--- src/fdiv_pkg.sv ---
package fdiv_pkg;

	// ================================================
	// Widths and constants
	// ================================================

	// Significand with the hidden one in front of the 23 fraction bits
	localparam int MANT_W = 24;
	localparam int FRAC_W = 23;
	// Quotient keeps two bits above the binary point of the significand ratio
	localparam int QUOT_W = 26;
	// Room for exponent differences from -254 to +254 and for adding the bias
	localparam int EXP_W = 10;
	// Dividend bits pushed through the divider, the significand plus 25 zeros
	localparam int DIV_ITER = 49;
	// Wide enough to hold DIV_ITER
	localparam int CNT_W = 6;
	localparam int EXP_BIAS = 127;
	// First biased exponent that no longer fits a finite number
	localparam int EXP_SAT = 255;
	localparam logic [7:0] EXP_ALL_ONES = 8'hFF;

	// ================================================
	// Vector types
	// ================================================

	typedef logic [31:0] fp32_t;
	typedef logic [MANT_W-1:0] mant_t;
	typedef logic [QUOT_W-1:0] quot_t;
	typedef logic signed [EXP_W-1:0] exp_t;
	typedef logic [CNT_W-1:0] cnt_t;
	typedef logic [1:0] res_class_t;

	// Canonical quiet NaN used for every invalid result
	localparam fp32_t QNAN = 32'h7FC00000;

	// Result classes as seen by the normalizer
	localparam res_class_t NORMAL = 2'd0;
	localparam res_class_t ZERO = 2'd1;
	localparam res_class_t INF = 2'd2;
	localparam res_class_t NAN = 2'd3;

	// ================================================
	// Structs and state machine
	// ================================================

	// Field view of a binary32 word, same bit layout as fp32_t
	typedef struct packed {
		logic sign;
		logic [7:0] exp;
		logic [FRAC_W-1:0] frac;
	} fp_fields_t;

	// Everything the normalizer needs apart from the quotient
	typedef struct packed {
		logic sign;
		exp_t exp_diff;
		res_class_t cls;
	} exp_info_t;

	typedef struct packed {
		quot_t quot;
	} quot_res_t;

	typedef enum logic [1:0] {
		IDLE,
		RUN,
		FINISH
	} div_state_t;

endpackage
--- src/fdiv_top.sv ---
`timescale 1ns/1ps

module fdiv_top (
	input  logic            clk_div,
	input  logic            rst_n,
	input  logic            start,
	input  fdiv_pkg::fp32_t a,
	input  fdiv_pkg::fp32_t b,
	output logic            busy,
	output fdiv_pkg::fp32_t result,
	output logic            result_valid
);
	import fdiv_pkg::*;

	// Accepted start, seen by both front units in the same cycle
	logic go;
	// Sign, exponent and class from the exponent unit
	exp_info_t info;
	// Quotient and its strobe from the mantissa divider
	quot_res_t qres;
	logic q_done;

	// A start during a running division is dropped, there is no queue
	assign go = start & ~busy;

	// ================================================
	// Busy flag
	// ================================================

	// Set by the accepted start, cleared once the result strobe has been seen
	always_ff @(posedge clk_div or negedge rst_n) begin
		if (!rst_n) begin
			busy <= 1'b0;
		end else if (go) begin
			busy <= 1'b1;
		end else if (result_valid) begin
			busy <= 1'b0;
		end
	end

	// ================================================
	// Datapath units
	// ================================================

	// Significand division, the long path of about fifty cycles
	mant_divider u_mant_divider (
		.clk_div (clk_div),
		.rst_n   (rst_n),
		.go      (go),
		.a       (a),
		.b       (b),
		.qres    (qres),
		.q_done  (q_done)
	);

	// Sign, exponent and class are ready one edge after go
	exp_sign_unit u_exp_sign_unit (
		.clk_div (clk_div),
		.rst_n   (rst_n),
		.go      (go),
		.a       (a),
		.b       (b),
		.info    (info)
	);

	div_normalizer u_div_normalizer (
		.clk_div      (clk_div),
		.rst_n        (rst_n),
		.q_done       (q_done),
		.qres         (qres),
		.info         (info),
		.result       (result),
		.result_valid (result_valid)
	);

endmodule

--- src/div_normalizer.sv ---
`timescale 1ns/1ps

module div_normalizer (
	input  logic                clk_div,
	input  logic                rst_n,
	input  logic                q_done,
	input  fdiv_pkg::quot_res_t qres,
	input  fdiv_pkg::exp_info_t info,
	output fdiv_pkg::fp32_t     result,
	output logic                result_valid
);
	import fdiv_pkg::*;

	// Leading bit of the quotient tells which normalization applies
	logic top_bit;
	// Truncated fraction after normalization
	logic [FRAC_W-1:0] frac;
	// Biased exponent before the range checks, signed so underflow shows
	exp_t biased;

	fp_fields_t res_f;
	fp32_t res_next;

	// ================================================
	// Normalization
	// ================================================

	// Quotient is ratio times 2^25 and the ratio lies between one half and two
	always_comb begin
		top_bit = qres.quot[QUOT_W-1];
		if (top_bit) begin
			// Ratio is one or more, the hidden one sits at bit 25
			frac = qres.quot[QUOT_W-2:2];
			biased = info.exp_diff + exp_t'(EXP_BIAS);
		end else begin
			// Ratio below one, hidden one at bit 24 and one less in the exponent
			frac = qres.quot[QUOT_W-3:1];
			biased = info.exp_diff + exp_t'(EXP_BIAS - 1);
		end
	end

	// ================================================
	// Range checks and special classes
	// ================================================

	always_comb begin
		res_f.sign = info.sign;
		res_f.exp = biased[7:0];
		res_f.frac = frac;
		case (info.cls)
			ZERO: begin
				res_f.exp = 8'd0;
				res_f.frac = '0;
			end
			INF: begin
				res_f.exp = EXP_ALL_ONES;
				res_f.frac = '0;
			end
			default: begin
				// Underflow flushes to a signed zero, no subnormal results
				if (biased <= exp_t'(0)) begin
					res_f.exp = 8'd0;
					res_f.frac = '0;
				end else if (biased >= exp_t'(EXP_SAT)) begin
					// overflow saturates to infinity
					res_f.exp = EXP_ALL_ONES;
					res_f.frac = '0;
				end
			end
		endcase
		// NaN ignores the sign and always comes out canonical
		if (info.cls == NAN) begin
			res_next = QNAN;
		end else begin
			res_next = fp32_t'(res_f);
		end
	end

	// ================================================
	// Output register
	// ================================================

	// Sampled on the edge that ends the q_done cycle, held until the next one
	always_ff @(posedge clk_div or negedge rst_n) begin
		if (!rst_n) begin
			result <= '0;
			result_valid <= 1'b0;
		end else begin
			result_valid <= q_done;
			if (q_done) begin
				result <= res_next;
			end
		end
	end

endmodule

--- src/exp_sign_unit.sv ---
`timescale 1ns/1ps

module exp_sign_unit (
	input  logic                clk_div,
	input  logic                rst_n,
	input  logic                go,
	input  fdiv_pkg::fp32_t     a,
	input  fdiv_pkg::fp32_t     b,
	output fdiv_pkg::exp_info_t info
);
	import fdiv_pkg::*;

	fp_fields_t fa;
	fp_fields_t fb;

	// Operand classes
	logic a_nan;
	logic b_nan;
	logic a_inf;
	logic b_inf;
	logic a_zero;
	logic b_zero;

	res_class_t cls_next;
	exp_t diff_next;

	assign fa = a;
	assign fb = b;

	// ================================================
	// Operand classification
	// ================================================

	// All-ones exponent is infinity with a zero fraction, NaN otherwise
	assign a_nan = (fa.exp == EXP_ALL_ONES) && (fa.frac != '0);
	assign b_nan = (fb.exp == EXP_ALL_ONES) && (fb.frac != '0);
	assign a_inf = (fa.exp == EXP_ALL_ONES) && (fa.frac == '0);
	assign b_inf = (fb.exp == EXP_ALL_ONES) && (fb.frac == '0);

	// Subnormals count as zero, only the exponent field is looked at
	assign a_zero = (fa.exp == 8'd0);
	assign b_zero = (fb.exp == 8'd0);

	// Class of the quotient, first match wins
	always_comb begin
		if (a_nan || b_nan || (a_zero && b_zero) || (a_inf && b_inf)) begin
			// Invalid operations all collapse into the quiet NaN
			cls_next = NAN;
		end else if (a_inf || b_zero) begin
			cls_next = INF;
		end else if (a_zero || b_inf) begin
			cls_next = ZERO;
		end else begin
			cls_next = NORMAL;
		end
	end

	// Unbiased difference, the bias cancels out and is added back later
	assign diff_next = exp_t'({2'b00, fa.exp}) - exp_t'({2'b00, fb.exp});

	// ================================================
	// Output register
	// ================================================

	// info is loaded at the accepting edge and holds until the next go
	always_ff @(posedge clk_div or negedge rst_n) begin
		if (!rst_n) begin
			info <= '0;
		end else if (go) begin
			// Sign of the result is the XOR of the operand signs for every class
			info.sign <= fa.sign ^ fb.sign;
			info.exp_diff <= diff_next;
			info.cls <= cls_next;
		end
	end

endmodule

--- src/mant_divider.sv ---
`timescale 1ns/1ps

module mant_divider (
	input  logic                clk_div,
	input  logic                rst_n,
	input  logic                go,
	input  fdiv_pkg::fp32_t     a,
	input  fdiv_pkg::fp32_t     b,
	output fdiv_pkg::quot_res_t qres,
	output logic                q_done
);
	import fdiv_pkg::*;

	// Field views of the two operands
	fp_fields_t fa;
	fp_fields_t fb;

	// Significands with the hidden bit restored
	mant_t mant_a;
	mant_t mant_b;

	div_state_t state;
	cnt_t cnt;

	// Dividend bits leave at the top while quotient bits enter at the bottom,
	// so after DIV_ITER shifts the register holds the whole quotient
	logic [DIV_ITER-1:0] shreg;

	// Partial remainder stays below the divisor between steps
	mant_t rem;
	// Divisor significand held for the whole division
	mant_t divisor;

	// One bit wider than the remainder to hold the shifted value
	logic [MANT_W:0] trial;
	logic [MANT_W:0] diff;
	logic q_bit;

	assign fa = a;
	assign fb = b;

	// A zero exponent field means zero or subnormal, so no hidden one
	// The quotient for such operands is thrown away by the normalizer
	assign mant_a = {(fa.exp != 8'd0), fa.frac};
	assign mant_b = {(fb.exp != 8'd0), fb.frac};

	// ================================================
	// Restoring step
	// ================================================

	// Bring down the next dividend bit next to the remainder
	assign trial = {rem, shreg[DIV_ITER-1]};
	// Quotient bit is one when the divisor fits into the trial value
	assign q_bit = (trial >= {1'b0, divisor});
	assign diff = trial - {1'b0, divisor};

	// ================================================
	// Control
	// ================================================

	// go is sampled at edge 0, the shifts run on edges 1 to 49 and q_done rises at edge 50
	always_ff @(posedge clk_div or negedge rst_n) begin
		if (!rst_n) begin
			state <= IDLE;
			cnt <= '0;
			q_done <= 1'b0;
		end else begin
			// q_done is a strobe and drops unless set below
			q_done <= 1'b0;
			case (state)
				IDLE: begin
					if (go) begin
						state <= RUN;
						cnt <= cnt_t'(DIV_ITER);
					end
				end
				RUN: begin
					cnt <= cnt - cnt_t'(1);
					// Last shift happens on this edge
					if (cnt == cnt_t'(1)) begin
						state <= FINISH;
					end
				end
				FINISH: begin
					q_done <= 1'b1;
					state <= IDLE;
				end
				default: begin
					state <= IDLE;
				end
			endcase
		end
	end

	// ================================================
	// Datapath
	// ================================================

	always_ff @(posedge clk_div) begin
		if (go && state == IDLE) begin
			// Dividend is the significand of a scaled by 2^25
			shreg <= {mant_a, {(DIV_ITER - MANT_W){1'b0}}};
			rem <= '0;
			divisor <= mant_b;
		end else if (state == RUN) begin
			shreg <= {shreg[DIV_ITER-2:0], q_bit};
			// Keep the difference when the divisor fitted, else restore
			rem <= q_bit ? diff[MANT_W-1:0] : trial[MANT_W-1:0];
		end
	end

	// The upper quotient bits are always zero since the ratio is below two
	always_ff @(posedge clk_div) begin
		if (state == FINISH) begin
			qres.quot <= shreg[QUOT_W-1:0];
		end
	end

endmodule

--- config.mk ---
export PLATFORM = sky130hd
export DESIGN_NAME = fdiv_top
export DESIGN_NICKNAME = d
export VERILOG_FILES = /design/src/fdiv_pkg.sv /design/src/fdiv_top.sv /design/src/div_normalizer.sv /design/src/exp_sign_unit.sv /design/src/mant_divider.sv
export SDC_FILE = /design/constraint.sdc
export NUM_CORES = 1
export LEC_CHECK = 0
export ABC_AREA = 1
export BUFFER_PORTS_ARGS = -buffer_cell sky130_fd_sc_hd__buf_2
export CAP_MARGIN = 5
export CORE_MARGIN = 5
export CORE_UTILIZATION = 29
export CTS_CLUSTER_SIZE = 40
export DETAILED_ROUTE_END_ITERATION = 10
export PLACE_DENSITY = 0.58
export SYNTH_ARGS = -nofsm -noshare
export SYNTH_HDL_FRONTEND = slang
export SYNTH_HIERARCHICAL = 1
export SYNTH_SLANG_ARGS = --single-unit
--- constraint.sdc ---
create_clock -name clk_div -period 2 [get_ports clk_div]
set_input_delay 0.1 -clock clk_div [delete_from_list [all_inputs] [get_ports clk_div]]
set_output_delay 0.1 -clock clk_div [all_outputs]
set_load 0.02 [all_outputs]
==> key figures, run 1 <==
Outcome
  • Status: complete, but fails checks
  • Failing checks: negative setup slack

Placement
  • Post-DP HPWL: between 15000 and 20000 um
  • PortBufs: 100
  • Final Wtd Congestion: roughly 0.9

Synthesis
  • Yosys synthesis warning count: 6
  • Post-synthesis instance total: roughly 1300
  • Syn nets: 1440
  • Mapped cell area: about 0.01 mm^2
  • Syn Area/Cell: just under 8 um^2

Global routing
  • GRT Residual Overflow: 0
  • GR Layer Usage met1: 16.39%
  • M3 GR Usage: between 2 and 3%
  • First-pass GRT wire length: 42710 um
  • Initial antenna violation count: 1
  • Routing usage on met2: 23.39%
  • Largest net degree at the start of global routing: between 50 and 60
  • Number of global-route vias before repair: just under 9000
  • Most used routing layer: met2
  • Gr usage total: a little over an eighth

Floorplan
  • Std-Cell Rows: about 70
  • Core Area: 0.03531 mm^2
  • Initial core utilization: 29.16%
  • Die ar.: a little under 0.04 mm^2
  • Die Wd: ~200 um
  • Io pins: slightly above 100
  • Die Ht: 198.4 um

Power and ir drop
  • Combinational Power Share: between 50% and 60%
  • Power Internal: roughly 11 mW
  • Switch Pwr: roughly 8.2 mW
  • Peak VDD IR: just under 0.0008 V
  • Sequential Power Share: 29.9%
  • Pleak: between 6 and 7 nW
  • Cell Pwr Density: 1423 mW/mm^2
  • Clk pwr share: 17.7%
  • Switching share of power: between 40% and 50%

Detailed routing
  • Vias per cell: 4.468
  • Routed Antenna Nets: 0
  • DRC Markers: 0
  • Vias: 8990
  • DRT iter0 DRCs: 434
  • Avg WL per Cell: roughly 13 um
  • DRT Pass-1 Iters: 5
  • Post-Route WL: around 27000 um

STA
  • Final WS setup: -0.02450 ns
  • Final hold slack: 0.06907 ns
  • Post-layout min period: ~2.0 ns
  • Final Skew: roughly 0.014 ns
  • Max-slew headroom: about 37%
  • Setup_tns: -0.1396 ns
  • Final hold violation count: 0
  • Count of final setup violators: 17
  • RSZ-0062 raised after global routing: yes
  • Max Slew Vio Count: 0
  • Least-Margin Pin Slew: ~0.95 ns
  • Fmax: ~0.5 GHz
  • Period Utilization, post-route: 101.2%

Clock tree
  • H-tree levels: 4
  • Clock Latency Late Sink: roughly 0.45 ns
  • Maximum clock path buffer count: 2
  • Root Buffer Master: clkbuf_16
  • Clock Sinks: ~180
  • Clock transition at path regs: about 0.070 ns
  • CTS Buf Count: 17
  • CTS tree: done

Worst setup path
  • Critical path arrival: 2.34 ns
  • Worst-path maximum fanout: 22
  • Crit Path Class: register to register
  • Reg2reg end: u_div_normalizer/result[15]
  • Worst R2R Path Depth: 15
  • Startpoint Class: register
  • Reg-to-reg startpoint: u_exp_sign_unit/info[3]
  • Worst Path Required: 2.31 ns
  • R2r setup slk: -0.02 ns
  • Crit. End Element: register

Finish
  • Layout cells sized above 1: 26.56%
  • Synthesis-to-layout area growth: 31.64%
  • Nets: around 1600
  • Antenna cells: 0

Min path
  • Hold WC Path Type: input pin to register
  • WHS Endpoint: u_exp_sign_unit/info[2]
  • Hold path start: b[23]
  • Hold Path Stages: 3

Run
  • Max-Cap Viols: 0
## worst max-delay path: stages (launching register included)
cell     delay, ns
dfrtp_1       0.39
inv_2         0.10
ha_4          0.14
inv_2         0.04
nand2_2       0.06
nand2_2       0.07
nor2_4        0.15
nand2_1       0.08
nand2_2       0.11
nand2_1       0.07
nor2_1        0.14
nand3_2       0.17
nand2_4       0.14
inv_8         0.08
nand2_1       0.09
o22ai_2       0.06
## registers in the layout, indices dropped and copies added (netlist names)
signal / cells
u_mant_divider/shreg: 49
u_div_normalizer/result: 32
u_mant_divider/qres: 25
u_mant_divider/divisor: 24
u_mant_divider/rem: 24
u_exp_sign_unit/info: 12
u_mant_divider/cnt: 6
u_mant_divider/state: 2
busy: 1
u_div_normalizer/result_valid: 1
u_mant_divider/q_done: 1
## routing by layer
layer / wire length (um) / vias to the layer above / share of wire, %
li1: - / 4636 / -
met1: 11690 / 4153 / 44
met2: 13380 / 151 / 50
met3: 1000 / 48 / 3.7
met4: 689 / 2 / 2.6
met5: 13 / - / 0.049
## power groups by stage
stage / clock, mW / sequential (mW) / combinational [mW]
2_1_floorplan: 0 / 5.83 / 5.71
3_3_place_gp: 0 / 5.71 / 8.37
3_5_place_dp: 0 / 5.73 / 8.45
4_1_cts: 3.54 / 5.68 / 8.70
5_1_grt: 3.68 / 5.90 / 11.2
6_report: 3.42 / 5.77 / 10.1
## worst max path at each step
stage / startpoint / end / depth (start not counted)
CTS: u_mant_divider/divisor[21] / u_mant_divider/rem[17] / 12
detailed placement: u_exp_sign_unit/info[4] / u_div_normalizer/result[0] / 13
global route: u_exp_sign_unit/info[3] / u_div_normalizer/result[9] / 15
floorplan: busy / u_mant_divider/shreg[25] / 8
global placement: u_exp_sign_unit/info[4] / u_div_normalizer/result[18] / 12
finish: u_exp_sign_unit/info[3] / u_div_normalizer/result[15] / 15
## through the flow
step	total power [mW]	util [%]	instance area (um^2)	std cells	setup WS, ns
5_1_grt	20.78	38.39	13550	2012	-0.1296
2_1_floorplan	11.53	-	10300	1333	0.05638
3_3_place_gp	14.08	32.99	11650	1920	-0.04657
4_1_cts	17.92	36.42	12860	2005	0.002245
6_report	19.29	38.39	13550	2012	-0.02450
3_5_place_dp	14.18	32.99	11650	1920	-0.07095
## repair_timing
action                                  in CTS  in global routing
endpoints found under the setup margin      44                 66
hold buffers                                53                  0
pin swaps                                    0                 36
setup buffers                                0                  6
hold endpoints to repair                    68                  0
cloned                                       0                  1
resized for setup                           17                154
## cell usage in the layout (no fill, tap or decap), drive strengths merged, types with 9 or more instances in the layout
| master | count |
|---|---|
| nor2 | 129 |
| buf | 174 |
| dfxtp | 49 |
| o21ai | 16 |
| clkbuf | 19 |
| a22o | 22 |
| edfxtp | 73 |
| dfrtp | 55 |
| inv | 240 |
| dlygate4sd3 | 53 |
| ha | 38 |
| nand4 | 27 |
| o22ai | 46 |
| xor2 | 9 |
| nand2 | 450 |
| nand3 | 83 |
| a21oi | 32 |
## cell type report
cell class | count | area (um^2)
fill | 3577 | 21760
multi-input combinational | 878 | 5278
sequential | 177 | 4549
clock inverter | 13 | 157.7
inverter | 237 | 904.6
clock buffer | 19 | 432.9
tap | 461 | 576.8
timing repair buffer | 227 | 1655
(Power assumes the default switching activity.)
==> run 2: changes to the inputs <==
--- a/config.mk
+++ b/config.mk
@@ -8,11 +8,11 @@
 export ABC_AREA = 1
 export BUFFER_PORTS_ARGS = -buffer_cell sky130_fd_sc_hd__buf_2
 export CAP_MARGIN = 5
-export CORE_MARGIN = 5
-export CORE_UTILIZATION = 29
+export CORE_MARGIN = 2
+export CORE_UTILIZATION = 54
 export CTS_CLUSTER_SIZE = 40
 export DETAILED_ROUTE_END_ITERATION = 10
-export PLACE_DENSITY = 0.58
+export PLACE_DENSITY = 0.88
 export SYNTH_ARGS = -nofsm -noshare
 export SYNTH_HDL_FRONTEND = slang
 export SYNTH_HIERARCHICAL = 1
==> run 2 against run 1 <==
Net effect: the run still ends with negative setup slack left; sequential power increased by 1%; design area decreased by 2.7%; global-route usage increased by 13 points; sequential cell count unchanged; core utilization increased by 32 points; maximum frequency decreased by 5.5%; first-iteration DRC count increased by 94%; critical path type unchanged; largest power group unchanged.
==> key figures, run 2 (same netlist as run 1, synthesis figures left out) <==
Clock tree
  • H-tree levels: 4
  • Clock Latency Late Sink: ~0.43 ns
  • Clock transition at path regs: about 0.08 ns
  • CTS Buf Count: 17
  • Maximum clock path buffer count: 2
  • Clock Sinks: roughly 180
  • CTS tree: done
  • Root Buffer Master: clkbuf_16

Detailed routing
  • Routed Antenna Nets: 0
  • DRC Markers: 0
  • Vias per cell: around 5.5
  • Vias: a little under 10000
  • Post-Route WL: around 28000 um
  • Avg WL per Cell: ~16 um
  • DRT iter0 DRCs: roughly 840
  • DRT Pass-1 Iters: 5

Floorplan
  • Core Area: ~0.019 mm^2
  • Io pins: between 100 and 150
  • Die ar.: just over 0.02 mm^2
  • Std-Cell Rows: 50
  • Initial core utilization: 55.04%
  • Die Wd: ~140 um
  • Die Ht: about 140 um

Finish
  • Commonest non-fill, non-tap cell in the layout: nand2_1
  • Largest regs: u_mant_divider/shreg x49, u_div_normalizer/result x32, u_mant_divider/qres x25
  • Synthesis-to-layout area growth: 28.05%
  • Most frequent cells in the layout: nand2_1, inv_1, nor2_1
  • Largest register FFs: ~50
  • Nets: 1641
  • Largest register by flop count: u_mant_divider/shreg
  • Layout cells sized above 1: between 20% and 30%
  • Antenna cells: 0

STA
  • Max-slew headroom: 36.77%
  • Final hold violation count: 0
  • Final WS setup: -0.1422 ns
  • Final Skew: 0.01326 ns
  • Period Utilization, post-route: 107.1%
  • Setup_tns: -2.568 ns
  • RSZ-0062 raised after global routing: yes
  • Post-layout min period: about 2.1 ns
  • Least-Margin Pin Slew: 0.9484 ns
  • Count of final setup violators: 45
  • Max Slew Vio Count: 0
  • Fmax: between 0.4 and 0.5 GHz

Worst setup path
  • Worst-path maximum fanout: 5
  • Startpoint Class: register
  • Crit. End Element: register
  • Crit Path Class: register to register
  • Worst Path Required: roughly 2.3 ns
  • Critical path arrival: about 2.5 ns

Power and ir drop
  • Switching share of power: between 40% and 50%
  • Sequential Power Share: 30.3%
  • Pleak: 6.460 nW
  • Total power: between 15 and 20 mW
  • Peak VDD IR: between 0.0009 and 0.001 V
  • Cell Pwr Density: 1464 mW/mm^2
  • Switch Pwr: approximately 8.6 mW
  • Combinational Power Share: about half
  • Clk pwr share: between 10% and 20%
  • Power Internal: roughly 11 mW

Global routing
  • Gr usage total: about 26%
  • GRT Residual Overflow: 0
  • Largest net degree at the start of global routing: 55
  • Number of global-route vias before repair: 9123
  • First-pass GRT wire length: 41910 um
  • Initial antenna violation count: 0

Outcome
  • Failing checks: negative setup slack
  • Status: complete, but fails checks

Run
  • Max-Cap Viols: 0

Placement
  • Final Wtd Congestion: between 0.9 and 1
  • Post-DP HPWL: between 15000 and 20000 um
  • PortBufs: 100

Min path
  • Hold WC Path Type: input pin to register
[run 2: cell type report]
| class | instances | area (um^2) |
|---|---|---|
| tap | 234 | 292.8 |
| fill | 1283 | 5522 |
| multi-input combinational | 878 | 5211 |
| sequential | 177 | 4551 |
| inverter | 237 | 894.6 |
| clock buffer | 17 | 425.4 |
| clock inverter | 15 | 216.5 |
| timing repair buffer | 223 | 1593 |
[run 2: what timing repair did]
item,4_1_cts,5_1_grt
hold buffers,53,0
pin swaps,2,46
setup endpoints to repair,45,56
setup buffers,0,8
cloned,0,1
resized for setup,20,132
hold endpoints to repair,80,0
[run 2: power by group through the flow]
stage | Sequential, mW | Combinational, mW | Clock, mW
2_1_floorplan | 5.83 | 5.71 | 0
3_3_place_gp | 5.71 | 7.95 | 0
3_5_place_dp | 5.75 | 8.21 | 0
4_1_cts | 5.73 | 8.55 | 3.45
5_1_grt | 5.95 | 10.9 | 3.61
6_report | 5.85 | 10.0 | 3.43
[run 2: final timing paths]
path	startpoint	end	slack, ns	cells past startpoint
worst max-delay path	u_exp_sign_unit/info[3]	u_div_normalizer/result[22]	-0.14	18
worst min-delay path	b[26]	u_mant_divider/divisor[23]	0.05	3
worst max register to register	u_exp_sign_unit/info[3]	u_div_normalizer/result[22]	-0.14	18
worst min register to register	u_mant_divider/shreg[16]	u_mant_divider/qres[16]	0.42	0
max in group asynchronous	rst_n	u_div_normalizer/result[18]	1.04	3
min in group asynchronous	rst_n	u_div_normalizer/result[4]	0.27	2
[run 2: per-layer routing]
layer	routed length [um]	track usage, %	up-vias
met2	13960	45.13	486
met3	1932	4.374	98
met4	1072	11.37	0
met5	0	0	-
met1	11370	31.72	4533
li1	-	-	4625
[run 2: critical path: stages (launching register included)]
cell	delay (ns)
dfrtp_1	0.41
inv_2	0.12
ha_4	0.16
inv_2	0.05
nand2_2	0.09
nand2_2	0.07
nor2_4	0.16
nand2_1	0.06
nand2_1	0.05
nand2_1	0.06
nor2_1	0.15
nand2_1	0.09
nand2_2	0.08
nand2_4	0.08
buf_6	0.15
nand2_2	0.05
nor2_1	0.04
nor2_1	0.11
nor2_1	0.06
[run 2: metrics by stage]
step / cell area (um^2) / hold slack, ns / std cells / setup WS, ns / util [%]
6_report: 13180 / 0.04896 / 1781 / -0.1422 / 70.48
5_1_grt: 13180 / 0.04067 / 1781 / -0.2234 / 70.48
4_1_cts: 12580 / 0.01676 / 1772 / 0.0002507 / 67.27
3_5_place_dp: 11290 / 0.2048 / 1687 / -0.07998 / 60.38
3_3_place_gp: 11290 / 0.1928 / 1687 / -0.03365 / 60.38
2_1_floorplan: 10300 / -0.1956 / 1333 / 0.05638 / -
